===== config.mk =====
export PLATFORM = sky130hd
export DESIGN_NAME = playback_regs
export DESIGN_NICKNAME = d
export VERILOG_FILES = /design/src/common/playback_pkg.sv /design/src/packet_playback/playback_regs.sv
export SDC_FILE = /design/constraint.sdc
export NUM_CORES = 1
export LEC_CHECK = 0
export BUFFER_PORTS_ARGS = -buffer_cell sky130_fd_sc_hd__buf_2
export CAP_MARGIN = 20
export CORE_UTILIZATION = 35
export DETAILED_ROUTE_END_ITERATION = 8
export HOLD_SLACK_MARGIN = 0.05
export PLACE_DENSITY = 0.6
export REMOVE_ABC_BUFFERS = 1
export SETUP_SLACK_MARGIN = 0.5
export SYNTH_ARGS = -nofsm -noshare
export SYNTH_HDL_FRONTEND = slang
export SYNTH_SLANG_ARGS = --single-unit

===== constraint.sdc =====
create_clock -name clk -period 7.1 [get_ports clk]
set_input_delay 1.42 -clock clk [delete_from_list [all_inputs] [get_ports clk]]
set_output_delay 1.42 -clock clk [all_outputs]
set_load 0.01 [all_outputs]

===== src/common/playback_pkg.sv =====
`default_nettype none

package playback_pkg;

    // ========================================================================
    // Register port
    // ========================================================================
    localparam int REG_ADDR_WID = 4;
    localparam int REG_DATA_WID = 32;

    // Word offsets
    localparam logic [REG_ADDR_WID-1:0] REG_MEM_SIZE    = 4'd0;
    localparam logic [REG_ADDR_WID-1:0] REG_META_WID    = 4'd1;
    localparam logic [REG_ADDR_WID-1:0] REG_CTRL        = 4'd2;
    localparam logic [REG_ADDR_WID-1:0] REG_STATUS      = 4'd3;
    localparam logic [REG_ADDR_WID-1:0] REG_PKT_LEN     = 4'd4;
    localparam logic [REG_ADDR_WID-1:0] REG_META        = 4'd5;
    localparam logic [REG_ADDR_WID-1:0] REG_MEM_ADDR    = 4'd6;
    localparam logic [REG_ADDR_WID-1:0] REG_MEM_DATA_LO = 4'd7;
    localparam logic [REG_ADDR_WID-1:0] REG_MEM_DATA_HI = 4'd8;

    // ========================================================================
    // CTRL fields
    // ========================================================================
    localparam int CTRL_CMD_LSB   = 0;
    localparam int CTRL_CMD_WID   = 4;
    localparam int CTRL_BURST_LSB = 16;
    localparam int CTRL_BURST_WID = 16;

    localparam logic [CTRL_CMD_WID-1:0] CMD_NOP  = 4'd0;
    localparam logic [CTRL_CMD_WID-1:0] CMD_SEND = 4'd1;

    // STATUS bit positions
    localparam int STAT_BUSY  = 0;
    localparam int STAT_DONE  = 1;
    localparam int STAT_ERROR = 2;

endpackage

`default_nettype wire


===== src/packet_playback/playback_regs.sv =====
`timescale 1ns/1ps
`default_nettype none

module playback_regs
    import playback_pkg::*;
#(
    parameter int DATA_BYTE_WID   = 8,
    parameter int PACKET_MEM_SIZE = 1024,
    parameter int META_WID        = 32,
    localparam int DATA_WID = DATA_BYTE_WID * 8,
    localparam int ADDR_WID = $clog2(PACKET_MEM_SIZE / DATA_BYTE_WID),
    localparam int LEN_WID  = $clog2(PACKET_MEM_SIZE + 1)
) (
    input  wire                       clk,
    input  wire                       reset,
    input  wire                       reg_wr,
    input  wire                       reg_rd,
    input  wire  [REG_ADDR_WID-1:0]   reg_addr,
    input  wire  [REG_DATA_WID-1:0]   reg_wr_data,
    output logic [REG_DATA_WID-1:0]   reg_rd_data,
    output logic                      mem_wr,
    output logic [ADDR_WID-1:0]       mem_wr_addr,
    output logic [DATA_WID-1:0]       mem_wr_data,
    output logic                      cmd_send,
    output logic [LEN_WID-1:0]        cfg_len,
    output logic [META_WID-1:0]       cfg_meta,
    output logic [CTRL_BURST_WID-1:0] cfg_burst,
    input  wire                       busy,
    input  wire                       done_pulse
);

    logic [REG_DATA_WID-1:0] pkt_len;
    logic [META_WID-1:0]     meta;
    logic [ADDR_WID-1:0]     mem_addr;
    logic [REG_DATA_WID-1:0] data_lo;
    logic                    done;
    logic                    error;
    logic                    busy_any;
    logic                    ctrl_wr;
    logic [CTRL_CMD_WID-1:0] ctrl_cmd;
    logic                    len_ok;
    logic [REG_DATA_WID-1:0] status;

    // Pending cmd_send counts as busy so a second SEND cannot slip in
    assign busy_any = busy || cmd_send;
    assign ctrl_wr  = reg_wr && (reg_addr == REG_CTRL) && !busy_any;
    assign ctrl_cmd = reg_wr_data[CTRL_CMD_LSB +: CTRL_CMD_WID];
    assign len_ok   = (pkt_len != '0) && (pkt_len <= PACKET_MEM_SIZE);

    // ========================================================================
    // Configuration
    // ========================================================================
    always_ff @(posedge clk)
    begin
        if (reset)
        begin
            pkt_len  <= '0;
            meta     <= '0;
            mem_addr <= '0;
        end
        else if (reg_wr)
        begin
            case (reg_addr)
                REG_PKT_LEN:     pkt_len  <= reg_wr_data;
                REG_META:        meta     <= META_WID'(reg_wr_data);
                REG_MEM_ADDR:    mem_addr <= ADDR_WID'(reg_wr_data);
                // Auto-increment after each committed word
                REG_MEM_DATA_HI: mem_addr <= mem_addr + 1'b1;
                default:         ;
            endcase
        end
    end

    always_ff @(posedge clk)
    begin
        if (reg_wr && (reg_addr == REG_MEM_DATA_LO))
            data_lo <= reg_wr_data;
    end

    // HI half carries the earlier packet bytes
    assign mem_wr      = reg_wr && (reg_addr == REG_MEM_DATA_HI);
    assign mem_wr_addr = mem_addr;
    assign mem_wr_data = DATA_WID'({reg_wr_data, data_lo});

    assign cfg_len  = LEN_WID'(pkt_len);
    assign cfg_meta = meta;

    // ========================================================================
    // Command and status
    // ========================================================================
    always_ff @(posedge clk)
    begin
        if (reset)
        begin
            cmd_send  <= 1'b0;
            done      <= 1'b0;
            error     <= 1'b0;
            cfg_burst <= '0;
        end
        else
        begin
            cmd_send <= 1'b0;
            if (ctrl_wr)
            begin
                done      <= 1'b0;
                error     <= 1'b0;
                cfg_burst <= reg_wr_data[CTRL_BURST_LSB +: CTRL_BURST_WID];
                case (ctrl_cmd)
                    CMD_NOP: done <= 1'b1;
                    CMD_SEND:
                    begin
                        // Bad length never reaches the engine
                        if (len_ok)
                            cmd_send <= 1'b1;
                        else
                        begin
                            error <= 1'b1;
                            done  <= 1'b1;
                        end
                    end
                    default:
                    begin
                        error <= 1'b1;
                        done  <= 1'b1;
                    end
                endcase
            end
            else if (done_pulse)
                done <= 1'b1;
        end
    end

    always_comb
    begin
        status             = '0;
        status[STAT_BUSY]  = busy_any;
        status[STAT_DONE]  = done;
        status[STAT_ERROR] = error;
    end

    // Read data holds until the next strobe
    always_ff @(posedge clk)
    begin
        if (reset)
            reg_rd_data <= '0;
        else if (reg_rd)
        begin
            case (reg_addr)
                REG_MEM_SIZE:    reg_rd_data <= REG_DATA_WID'(PACKET_MEM_SIZE);
                REG_META_WID:    reg_rd_data <= REG_DATA_WID'(META_WID);
                REG_STATUS:      reg_rd_data <= status;
                REG_PKT_LEN:     reg_rd_data <= pkt_len;
                REG_META:        reg_rd_data <= REG_DATA_WID'(meta);
                REG_MEM_ADDR:    reg_rd_data <= REG_DATA_WID'(mem_addr);
                REG_MEM_DATA_LO: reg_rd_data <= data_lo;
                default:         reg_rd_data <= '0;
            endcase
        end
    end

    // Software must not touch the buffer during playback
    a_no_mem_wr_busy: assert property (@(posedge clk) disable iff (reset)
        mem_wr |-> !busy);

    // Engine idle for each command and takes it up the next cycle
    a_send_single: assert property (@(posedge clk) disable iff (reset)
        cmd_send |-> !busy ##1 (busy && !cmd_send));

endmodule

`default_nettype wire


Word-level counts from Yosys, hierarchy flattened
Cells that the tools add are included.
Widths: inputs -> output; s select.
- bits in registers: 154
- bits of input ports: 42
- output and inout port bits: 164
- word-level logic and storage cells: 46
- $add $sub $neg: 1
- magnitude comparators: 1
- equality and inequality tests: 9
- multiplexer cells: 8
- bitwise logic cells: 2
- reduce and logical (&&, ||, !) cells: 16
- operators by type and width (cell ; count):
    $pmux 32 s7 ; 1
    $le 32x11->1 const B ; 1
    $reduce_bool 32->1 ; 1
    $eq 4x3->1 const B ; 4
    $pmux 7 s2 ; 1
    $eq 4x1->1 const B ; 2
    $eq 4x2->1 const B ; 2
    $logic_not 4->1 ; 2
    $add 7x1->7 const B ; 1
    $reduce_and 2->1 ; 3
    $logic_and 1x1->1 ; 5
    $mux 1 ; 5
    $eq 4x4->1 const B ; 1
    $reduce_bool 2->1 ; 2
    $reduce_or 3->1 ; 1
    $not 1->1 ; 2
    $pmux 1 s2 ; 1
    $logic_not 1->1 ; 1
    $logic_or 1x1->1 ; 1

Longest topological paths before layout
- word-level depth: 5
- depth in mapped cells: 7
- gate-level depth less buffers: 5

Least setup slack after synthesis
OpenSTA, ideal clock, no wires.
- path type: input-to-reg
- from: input port reg_addr[0]
- to: register data_lo[0], enable pin
- setup time: 0.421 ns
- data arrival time: 3.530 ns
- required time: 6.679 ns
- slack: 3.149 ns
- stages on the path: 5
- buffers on the path: 3
- cells stage by stage: buf_6 clkbuf_1 buf_2 nand2_1 nor2_1
- word-level cells in the longest chain between the ends: 2
- RTL lines (element ; RTL line ; source):
    start, declared ; playback_regs.sv:18 ; input wire [REG_ADDR_WID-1:0] reg_addr,
    $eq 4x3->1 ; playback_regs.sv:76 ; if (reg_wr && (reg_addr == REG_MEM_DATA_LO))
    $logic_and 1x1->1 ; playback_regs.sv:76 ;
    end signal, assigned ; playback_regs.sv:77 ; data_lo <= reg_wr_data;
    end, declared ; playback_regs.sv:35 ; logic [REG_DATA_WID-1:0] data_lo;
No other way between the ends.
A chain may end at the register's enable or synchronous reset.

Final worst setup path
- from: input port reg_addr[1]
- to: output port mem_wr
- word-level cells in the longest chain between the ends: 2
- RTL lines (element ; RTL line ; source):
    $eq 4x4->1 ; playback_regs.sv:81 ; assign mem_wr = reg_wr && (reg_addr == REG_MEM_DATA_HI);
    $logic_and 1x1->1 ; playback_regs.sv:81 ;
    end, declared ; playback_regs.sv:21 ; output logic mem_wr,
No other way between the ends.

==> metrics <==
CTS buffer count 17; Final nets 897; Max stage delay on crit path 820 ps; vias in the first global route 5249; synth top area cells dfxtp_1 (37%), edfxtp_1 (15%), nand2_1 (11%), a21oi_1 (6.9%), buf_4 (5.0%); post-CTS resize count 0; most frequent cell after synthesis nand2_1; final instance area 8080 µm²; Final Util 0.447; clk buf depth 2; Final Critical Period 4400 ps; Critical Path, Cell by Cell buf_2 -> buf_4 -> or4b_1 -> nor2_1 -> buf_2; synthesized area per cell 9.14 µm²; worst slew pin tran 978 ps; CP startpoint kind input pin; Final Max Tran Viols 0; GP Congestion 0.756; Final TNS setup 0 ps; Netlist Area Pre-Place 6510 µm²; Worst R2R Path Depth 4; worst vdd ir 161 µV; GRT overflow 0; die area 19200 µm²; FMAX 227 MHz; Post-Synthesis Cells 713; hpwl dp 12.5 mm; Detailed Routing Iterations Pass 1 7; first-pass GRT wire length 29.8 mm; num ports 206; CTS Sinks 154; Yosys top cell by area dfxtp_1; clock slew at reported path FFs 60 ps; pre-CTS setup slack 2680 ps; fraction of registers with async set/reset 0; # port buffers 205; synth cell count leaders nand2_1 (194), dfxtp_1 (122), a21oi_1 (90), buf_4 (43), o21ai_0 (35); arrival time at the worst endpoint 2980 ps; CP most frequent cell buf_2; initial antenna violation count 1; Clock Tree Root clkbuf_16; power density cells 260 nW/µm²; H-tree depth 4; max_slew headroom 0.345; Routed wire per std cell 17.5 µm; setup ws final 2700 ps; Netlist cell types 51; total global-route track usage 0.203; ant diodes 0; Fillers 1796; CP Launch Point reg_addr[1]; drt drc 26; Vias 5502; status complete, but fails checks; violated checks design-rule violations; post-CTS setup repair buffer count 0; Detail Route Antenna Nets 0; RSZ-0062 raised after global routing no; worst-skew pair later-pin latency 420 ps; CTS tree done; share of cells above drive strength 1 0.330; top layer used by detailed routing met5; width of the die 138 µm; Hold WC Path Type flip-flop to flip-flop; Critical Path Fanout Max 45; routed wl met3 1.29 mm; M1 WL 8.60 mm; share of the synthesized area in the top cell type 0.375; Setup crit end kind output pin; routed vias/inst 5.02; part of the cycle the worst path needs 0.620; core area 18100 µm²; clk_skew 7.85 ps; Max Cap Viol 0; Area growth, synth to finish 24.0%; Reg area 3400 µm²; r2r setup slk 5000 ps; reg2reg end done; # rows 49; FF+latch count, synth 154; WL final 19.2 mm; type of the worst setup path input pin to output pin; number of synthesized flops with an enable pin 32; reg-to-reg startpoint cmd_send; Vert. Die Dim 138 µm; pin count of the biggest net entering global routing 66; top_reg_cell synth dfxtp_1; Lkg Pwr 0.00327 µW; final hold slack 445 ps; drt first-iter violations 338; Yosys warning count 0; hold buffers post-CTS 0; area of the multi-input gates 2620 µm²; crit path to mem_wr; slowest library cell on the worst path or4b_1; Initial Util 0.360; Seq/Total Area, Yosys 0.522; DP Area 7390 µm²; Hold Vio Cnt, Final 0; Finish-stage setup viols 0; met2 wire len 9.06 mm; Critical Path RT 5680 ps
==> sequential cells by signal, summed over array words and instances (netlist names) <==
signal       flops
cmd_send         1
data_lo         32
cfg_meta        32
cfg_burst       16
error            1
pkt_len         32
reg_rd_data     32
mem_wr_addr      7
done             1
==> per-layer routing <==
metal / up-vias / global-route usage
met5: - / 0
met4: 2 / 0.0686
met3: 23 / 0.0520
met2: 180 / 0.328
met1: 2583 / 0.264
li1: 2714 / -
==> where the power goes <==
part,switching (µW),internal [µW]
Combinational,86.3,48.4
Clock,381,674
Sequential,8.27,905
Total,475,1630
==> layout make-up <==
cell class                      instances  share of cell area
Timing Repair Buffer                  212               0.134
Clock buffer                           19              0.0548
Inverter                                1            0.000465
Sequential cell                       154               0.421
Tap cell                              229              0.0355
Clock inverter                         13              0.0296
Multi-Input combinational cell        468               0.324
==> stage by stage <==
step	power, µW	instances
floorplan	981	623
global placement	1070	1063
detailed placement	1070	1064
CTS	2120	1096
global route	2170	1096
finish	2100	1096
==> cells by family after synthesis <==
group | after synthesis | share of synthesized area
compound gates | 173 | 0.154
fa+ha+maj | 1 | 0.00192
buf+inv | 91 | 0.0816
flops | 154 | 0.522
mux | 33 | 0.0642
simple gates | 261 | 0.176
==> worst min-delay path by stage <==
stage	startpoint	cells after the start	slack, ps	to
4_1_cts	reg_rd_data[11]	2	450	reg_rd_data[11]
5_1_grt	reg_rd_data[8]	2	470	reg_rd_data[8]
3_5_place_dp	reg_rd_data[11]	2	440	reg_rd_data[11]
2_1_floorplan	pkt_len[29]	2	440	pkt_len[29]
3_3_place_gp	reg_rd_data[16]	2	430	reg_rd_data[16]
6_report	reg_rd_data[11]	2	450	reg_rd_data[11]
==> cell usage in the layout, fill, tap and decap left out, types with 3 or more instances in the layout <==
master     instances
a21oi_1           90
a22o_1             5
a22oi_1           26
and2_0             3
and2_1             4
buf_2            204
buf_4              7
bufinv_16          6
clkbuf_16         17
dfxtp_1          122
edfxtp_1          32
inv_6              3
mux2_2            27
mux4_2             3
nand2_1          194
nand2b_1           4
nand3_1            5
nor2_1             8
nor2_4             3
nor2b_1            7
nor3_1             6
nor3b_1            4
nor4_1             5
o21ai_0           35
==> critical path: cells and delay by family <==
kind,cells,cell delay (ps)
simple gates,2,990
buf+inv,3,560
Note: power is estimated with default switching activity, not from simulation.
