`config.mk`:
```
export PLATFORM = sky130hd
export DESIGN_NAME = playback_engine
export DESIGN_NICKNAME = d
export VERILOG_FILES = /design/src/common/playback_pkg.sv /design/src/packet_playback/playback_engine.sv
export SDC_FILE = /design/constraint.sdc
export NUM_CORES = 1
export LEC_CHECK = 0
export BUFFER_PORTS_ARGS = -buffer_cell sky130_fd_sc_hd__buf_2
export CAP_MARGIN = 20
export CORE_ASPECT_RATIO = 1.5
export CORE_MARGIN = 1.5
export CORE_UTILIZATION = 52
export DETAILED_ROUTE_END_ITERATION = 8
export HOLD_SLACK_MARGIN = 0.03
export PLACE_DENSITY_LB_ADDON = 0.05
export SYNTH_ARGS = -nofsm -noshare
export SYNTH_HDL_FRONTEND = slang
export SYNTH_SLANG_ARGS = --single-unit
```
`constraint.sdc`:
```
create_clock -name clk -period 5.63 [get_ports clk]
set_input_delay 1.4075 -clock clk [delete_from_list [all_inputs] [get_ports clk]]
set_output_delay 1.4075 -clock clk [all_outputs]
set_load 0.02 [all_outputs]
```
`src/common/playback_pkg.sv`:
```
`default_nettype none

package playback_pkg;

    // ========================================================================
    // Register port
    // ========================================================================
    localparam int REG_ADDR_WID = 4;
    localparam int REG_DATA_WID = 32;

    // Word offsets
    localparam logic [REG_ADDR_WID-1:0] REG_MEM_SIZE    = 4'd0;
    localparam logic [REG_ADDR_WID-1:0] REG_META_WID    = 4'd1;
    localparam logic [REG_ADDR_WID-1:0] REG_CTRL        = 4'd2;
    localparam logic [REG_ADDR_WID-1:0] REG_STATUS      = 4'd3;
    localparam logic [REG_ADDR_WID-1:0] REG_PKT_LEN     = 4'd4;
    localparam logic [REG_ADDR_WID-1:0] REG_META        = 4'd5;
    localparam logic [REG_ADDR_WID-1:0] REG_MEM_ADDR    = 4'd6;
    localparam logic [REG_ADDR_WID-1:0] REG_MEM_DATA_LO = 4'd7;
    localparam logic [REG_ADDR_WID-1:0] REG_MEM_DATA_HI = 4'd8;

    // ========================================================================
    // CTRL fields
    // ========================================================================
    localparam int CTRL_CMD_LSB   = 0;
    localparam int CTRL_CMD_WID   = 4;
    localparam int CTRL_BURST_LSB = 16;
    localparam int CTRL_BURST_WID = 16;

    localparam logic [CTRL_CMD_WID-1:0] CMD_NOP  = 4'd0;
    localparam logic [CTRL_CMD_WID-1:0] CMD_SEND = 4'd1;

    // STATUS bit positions
    localparam int STAT_BUSY  = 0;
    localparam int STAT_DONE  = 1;
    localparam int STAT_ERROR = 2;

endpackage

`default_nettype wire

```
`src/packet_playback/playback_engine.sv`:
```
`timescale 1ns/1ps
`default_nettype none

module playback_engine
    import playback_pkg::*;
#(
    parameter int DATA_BYTE_WID   = 8,
    parameter int PACKET_MEM_SIZE = 1024,
    parameter int META_WID        = 32,
    localparam int DATA_WID = DATA_BYTE_WID * 8,
    localparam int ADDR_WID = $clog2(PACKET_MEM_SIZE / DATA_BYTE_WID),
    localparam int LEN_WID  = $clog2(PACKET_MEM_SIZE + 1),
    localparam int MTY_WID  = $clog2(DATA_BYTE_WID)
) (
    input  wire                       clk,
    input  wire                       reset,
    input  wire                       en,
    input  wire                       cmd_send,
    input  wire  [LEN_WID-1:0]        cfg_len,
    input  wire  [META_WID-1:0]       cfg_meta,
    input  wire  [CTRL_BURST_WID-1:0] cfg_burst,
    output logic                      busy,
    output logic                      done_pulse,
    output logic                      mem_rd,
    output logic [ADDR_WID-1:0]       mem_rd_addr,
    input  wire  [DATA_WID-1:0]       mem_rd_data,
    output logic                      out_valid,
    output logic [DATA_WID-1:0]       out_data,
    output logic                      out_last,
    output logic [MTY_WID-1:0]        out_mty,
    output logic [META_WID-1:0]       out_meta,
    input  wire                       out_ready
);

    logic [META_WID-1:0]       meta_q;
    logic [ADDR_WID-1:0]       last_word;
    logic [MTY_WID-1:0]        last_mty;
    logic [CTRL_BURST_WID-1:0] pkts_left;
    logic [ADDR_WID-1:0]       rd_addr;
    logic                      issue;
    logic                      issue_last;
    logic                      issue_final;
    logic                      pop;
    logic [1:0]                occ;

    // Read in flight, tagged
    logic                      rd_pend;
    logic                      pend_last;
    logic                      pend_final;
    logic [MTY_WID-1:0]        pend_mty;

    // Skid entry behind the output register
    logic                      skid_valid;
    logic                      skid_last;
    logic                      skid_final;
    logic [MTY_WID-1:0]        skid_mty;
    logic [DATA_WID-1:0]       skid_data;
    logic                      out_final;

    // ========================================================================
    // Command latch and read sequencing
    // ========================================================================
    always_ff @(posedge clk)
    begin
        if (reset)
        begin
            busy      <= 1'b0;
            pkts_left <= '0;
            rd_addr   <= '0;
        end
        else if (cmd_send)
        begin
            busy      <= 1'b1;
            // Zero burst plays once
            pkts_left <= (cfg_burst == '0) ? CTRL_BURST_WID'(1) : cfg_burst;
            rd_addr   <= '0;
        end
        else
        begin
            if (done_pulse)
                busy <= 1'b0;
            if (issue)
            begin
                if (issue_last)
                begin
                    rd_addr   <= '0;
                    pkts_left <= pkts_left - 1'b1;
                end
                else
                    rd_addr <= rd_addr + 1'b1;
            end
        end
    end

    always_ff @(posedge clk)
    begin
        if (cmd_send)
        begin
            meta_q    <= cfg_meta;
            last_word <= ADDR_WID'((cfg_len - 1'b1) / DATA_BYTE_WID);
            last_mty  <= MTY_WID'(DATA_BYTE_WID - 1 - (cfg_len - 1'b1) % DATA_BYTE_WID);
        end
    end

    // Output, skid and in-flight read share two slots
    assign pop  = out_valid && out_ready;
    assign occ  = 2'(out_valid) + 2'(skid_valid) + 2'(rd_pend) - 2'(pop);

    assign issue       = busy && en && (pkts_left != '0) && (occ < 2'd2);
    assign issue_last  = (rd_addr == last_word);
    assign issue_final = issue_last && (pkts_left == CTRL_BURST_WID'(1));

    assign mem_rd      = issue;
    assign mem_rd_addr = rd_addr;

    always_ff @(posedge clk)
    begin
        if (reset)
            rd_pend <= 1'b0;
        else
            rd_pend <= issue;
    end

    always_ff @(posedge clk)
    begin
        if (issue)
        begin
            pend_last  <= issue_last;
            pend_mty   <= issue_last ? last_mty : '0;
            pend_final <= issue_final;
        end
    end

    // ========================================================================
    // Output register and skid
    // ========================================================================
    always_ff @(posedge clk)
    begin
        if (reset)
        begin
            out_valid  <= 1'b0;
            skid_valid <= 1'b0;
        end
        else if (!out_valid || pop)
        begin
            out_valid  <= skid_valid || rd_pend;
            skid_valid <= skid_valid && rd_pend;
        end
        else if (rd_pend)
            skid_valid <= 1'b1;
    end

    always_ff @(posedge clk)
    begin
        if (!out_valid || pop)
        begin
            // Skid is older than the arriving word
            if (skid_valid)
            begin
                out_data  <= skid_data;
                out_last  <= skid_last;
                out_mty   <= skid_mty;
                out_final <= skid_final;
            end
            else
            begin
                out_data  <= mem_rd_data;
                out_last  <= pend_last;
                out_mty   <= pend_mty;
                out_final <= pend_final;
            end
        end
        if (rd_pend && (skid_valid || (out_valid && !pop)))
        begin
            skid_data  <= mem_rd_data;
            skid_last  <= pend_last;
            skid_mty   <= pend_mty;
            skid_final <= pend_final;
        end
    end

    assign out_meta   = meta_q;
    assign done_pulse = pop && out_final;

    a_out_hold: assert property (@(posedge clk) disable iff (reset)
        out_valid && !out_ready |=> out_valid && $stable(out_data) && $stable(out_last)
            && $stable(out_mty) && $stable(out_meta));

    a_mty_last: assert property (@(posedge clk) disable iff (reset)
        out_valid && !out_last |-> out_mty == '0);

endmodule

`default_nettype wire

```
# Yosys cells after proc, flatten, opt, wreduce, memory -nomap -nowiden
# Cells that the tools add are included.
# classes
n_addsub	7
n_lt_le_gt_ge	1
n_eq_ne	2
n_mux	13
n_reduce_logical	22
# op_table
operator	n
$mux 16	4
$mux 64	1
$eq 16x1->1 const B	1
$logic_not 16->1	1
$reduce_bool 16->1	1
$sub 16x1->16 const B	1
$sub 10x1->10 const B	1
$logic_and 1x1->1	9
$reduce_bool 2->1	4
$add 7x1->7 const B	1
$eq 7x7->1	1
$mux 7	1
$mux 1	6
$logic_or 1x1->1	3
$mux 3	1
$sub 3x3->3 const A	1
$add 1x1->2	1
$add 2x1->2	1
$logic_not 1->1	2
$lt 2x2->1 const B	1
$reduce_and 2->1	1
$reduce_or 2->1	1
$sub 2x1->2	1
# word_totals
register_bits	212
in_bits	128
out_inout_bits	111
wordCells	65

# Depth between registers and ports, before layout
# depth
ltp_word	7
mapped_depth	11
ltp_nobuf	10

# Worst setup path before layout
# Ideal clock, no wire load.
# synth_timing
path_type	input -> register
start	input out_ready
end	register skid_data[0] (enable)
setup_time_ps	496
arrival_ps	4563
required_ps	5134
setup_slack_ps	571
stages	3
path_buffers	0
cell_sequence	nor2b_1 > nor2_1 > nor2_1
# synth_between
elab_chain_len	5
# synth_rtl
element	line_no	text
start: declaration	playback_engine.sv:32	input wire out_ready
$logic_and 1x1->1	playback_engine.sv:106	assign pop = out_valid && out_ready;
$logic_not 1->1	playback_engine.sv:173	if (rd_pend && (skid_valid || (out_valid && !pop)))
$logic_and 1x1->1	playback_engine.sv:173	
$logic_or 1x1->1	playback_engine.sv:173	
$logic_and 1x1->1	playback_engine.sv:173	
end signal: assignment	playback_engine.sv:175	skid_data <= mem_rd_data;
end: declaration	playback_engine.sv:57	logic [DATA_WID-1:0] skid_data;
# No other way between the ends.
# A chain may end at the register's enable or synchronous reset.

# Worst setup path after layout
# layout_timing
start	input out_ready
end	output mem_rd
# layout_between
elab_chain_len	4
# layout_rtl
element	line_no	text
$logic_and 1x1->1	playback_engine.sv:106	
$sub 2x1->2	playback_engine.sv:107	assign occ = 2'(out_valid) + 2'(skid_valid) + 2'(rd_pend) - 2'(pop);
$lt 2x2->1	playback_engine.sv:109	assign issue = busy && en && (pkts_left != '0) && (occ < 2'd2);
$logic_and 1x1->1	playback_engine.sv:109	
end: declaration	playback_engine.sv:24	output logic mem_rd,
# No other way between the ends.

==> results.md <==
* Status: finished clean
* Final core area utilization at ~66%
* DRT Wirelength at around 17 mm
* Hold buffer count at cts at 0
* Worst-path maximum fanout at 10
* Cts bufs inserted at 21
* Ys async rst share at 0%
* Clock Skews at 0.0140 ns
* Clock share of power at 38.1%
* Clock Tree Buf Depth at 3
* Critical-path cell list: buf_2 -> and2_1 -> ha_1 -> inv_1 -> ha_1 -> a21oi_1 -> mux2i_1 -> nand2_4 -> inv_2 -> buf_2
* CP top delay family: adder cells
* Critical Setup Path Class: in -> out
* Slew headroom at between 30% and 40%
* CP max stage cell: mux2i_1
* Finished Layout Cells at between 900 and 1000
* Syn Area/Cell at ~17 um2
* Pin count of the biggest net entering global routing at slightly above 70
* Worst hold path type: reg -> reg
* First-pass GRT wire length at between 20 and 30 mm
* Int Pwr at about 2.6 mW
* Post-CTS setup buffer count at 0
* Total global routing overflow at 0
* Crit path capture type: output port
* R2R setup slack at 2.68 ns
* Max_cap viols at 0
* RR Startpoint: out_valid
* Hold_sp: pend_final
* Final Hold Fails at 0
* Commonest non-fill, non-tap cells in the layout: 237 x buf_2, 185 x edfxtp_1, 69 x mux2_2
* Area leader, netlist: edfxtp_1
* Routed WL per cell at roughly 18 um
* Share of layout cells above drive strength 1 at between 40% and 50%
* Syn Nets at between 600 and 700
* Vias per cell at approximately 5.4
* 1st-iter DRT viols at 245
* CTS tree: yes
* Placed Area at approximately 9700 um2
* Vias in the first global route at 5270
* Io pins at about 240
* Crit path launch type: input port
* Arr. time, crit path at about 3.4 ns
* GP Congestion at around 0.82
* Top cells by area in the synthesized netlist: edfxtp_1 67%, mux2_2 9.4%, dfxtp_1 6.5%
* Worst path bufs/invs at 4
* Post-route cell area at between 10000 and 15000 um2
* Period Utilization, post-route at approximately 85%
* Initial antenna violation count at 1
* Final setup margin at approximately 0.8 ns
* Synthesis-to-layout area growth at 24.7%
* Required time worst endpoint at about 4.2 ns
* Comb pwr share at ~8.8%
* Number of buffers added on ports at ~240
* Yosys top cell area share at between 60% and 70%
* Worst Hold Path Cells at 0
* Yosys reg bits at 212
* Post-synth cell types at 52
* Die ar. at between 15000 and 20000 um2
* # setup viols final at 0
* GRT Total Usage at between 20 and 25%
* Switching Fraction at 22.7%
* Fmax at 208 MHz
* Sequential power share at between 50% and 60%
* Nets@finish at 882
* Tot Pwr at roughly 3.4 mW
* Leak Pwr at between 4 and 5 nW
* Most common cell after layout, fill and taps aside: buf_2
* RSZ-0062 raised after global routing: false
* Setup TNS at 0 ns
* Worst Hold End: skid_final
* Sw power at between 0.7 and 0.8 mW
* Pwr Density at 329 nW/um2
* FF-to-FF End: pkts_left[3]
* Die H at between 150 and 200 um
* CTS H-tree lvls at 1
* Number of flops mapped to enable cells by yosys at 185
* CP max stage delay at approximately 0.54 ns
* DP HPWL at approximately 12 mm
* Sequential fraction of the synthesis area at about three quarters
* DRT Pass-1 Iters at 5
* Drc violations at 0
* Resize count post-CTS at 0
* Vias after detailed routing at around 5200
* Root buffer cell: clkbuf_16
* Worst VDD drop at about 330 uV
* Post-place setup slack at ~0.83 ns
* Placed insts at about 930
* Antenna viol nets, final at 0
* Worst-case reg-to-reg path depth at 11
* Cells after Synth at roughly 500
* Core footprint at about 16000 um2
* Synth warn at 0
* Die width at about 110 um
* Hold Slack at 0.430 ns
* Clk sinks at between 200 and 250
* # rows at between 50 and 60
* Initial core utilization at between 50 and 60%
* Clock Latency Late Sink at approximately 0.5 ns
* Post-layout min period at between 4 and 5 ns
* Most used flip-flop cell after synthesis: edfxtp_1
* Worst Tran Pin Value at around 0.9 ns
* Slew Limit Fails at 0
* Post-Syn Area at 8290 um2
* Clock transition at path regs at approximately 0.07 ns
==> registers in the layout, summed over array words and instances, names as in the netlist <==
name,count
out_mty,3
skid_final,1
last_word,7
out_last,1
out_meta,32
skid_mty,3
mem_rd_addr,7
out_valid,1
last_mty,3
skid_valid,1
out_final,1
pkts_left,16
pend_final,1
pend_mty,3
skid_last,1
rd_pend,1
pend_last,1
out_data,64
busy,1
skid_data,64
==> synthesized netlist by cell type (all sizes together), types with 4 or more instances <==
library cell  count
mux2             69
a221oi            9
dfxtp            27
clkbuf           15
nand2            16
nor2b             4
inv              14
ha                6
nand3            13
and3              5
nor3              7
o21ai             6
or4               6
nor4             10
a22oi             7
nor2             31
xor2             20
edfxtp          185
a21oi            12
xnor2             5
==> how the worst max path moves through the flow <==
| stage | start | to | slack, ns | cells after the start |
|---|---|---|---|---|
| floorplan | out_ready | skid_data[0] | 0.57 | 3 |
| CTS | out_ready | mem_rd | 0.84 | 10 |
| finish | out_ready | mem_rd | 0.82 | 10 |
| detailed placement | out_ready | mem_rd | 0.83 | 10 |
| global placement | out_ready | mem_rd | 0.87 | 10 |
| global route | out_ready | mem_rd | 0.72 | 10 |
==> power groups by stage <==
stage	Clock, mW	Combinational, mW	Sequential, mW
3_5_place_dp	0	0.299	1.84
6_report	1.30	0.299	1.81
5_1_grt	1.38	0.323	1.81
3_3_place_gp	0	0.290	1.84
2_1_floorplan	0	0.107	1.90
4_1_cts	1.33	0.301	1.81
==> metal layers <==
metal / up-vias / track usage, % / routed length (um)
met4: 0 / 8.56 / 522
met3: 36 / 3.38 / 1060
li1: 2440 / - / -
met5: - / 0 / 0
met1: 2531 / 23.7 / 6510
met2: 206 / 36.9 / 9410
==> cell type report <==
cell class / count / area, um2
Inverter: 14 / 52.6
Clock inverter: 13 / 97.6
Fill cell: 1162 / 5280
Tap cell: 203 / 254
Antenna cell: 2 / 5.00
Clock buffer: 24 / 537
Sequential cell: 212 / 6100
Timing Repair Buffer: 242 / 1220
Multi-Input combinational cell: 257 / 2070
==> worst reg2reg max path: stages, from the launching register on <==
cell      delay, ns
dfxtp_1        0.33
and2_1         0.19
ha_1           0.27
inv_1          0.04
ha_1           0.27
a21oi_1        0.16
mux2i_1        0.54
nand2_4        0.19
inv_2          0.11
buf_4          0.24
nand2_2        0.20
a221oi_1       0.31
==> cells by family (layout without fill, tap and decap cells) <==
group,after synthesis,after routing,synth area share (%)
AOI/OAI and AO/OA,51,51,4.65
xor gates and xnor gates,25,25,2.64
adders and majority gates,6,6,0.905
buffers and inverters,32,293,1.57
DFF,212,212,73.5
muxes,70,70,9.49
other,0,2,0
and+or+nand+nor,105,105,7.21
(Power assumes the default switching activity.)
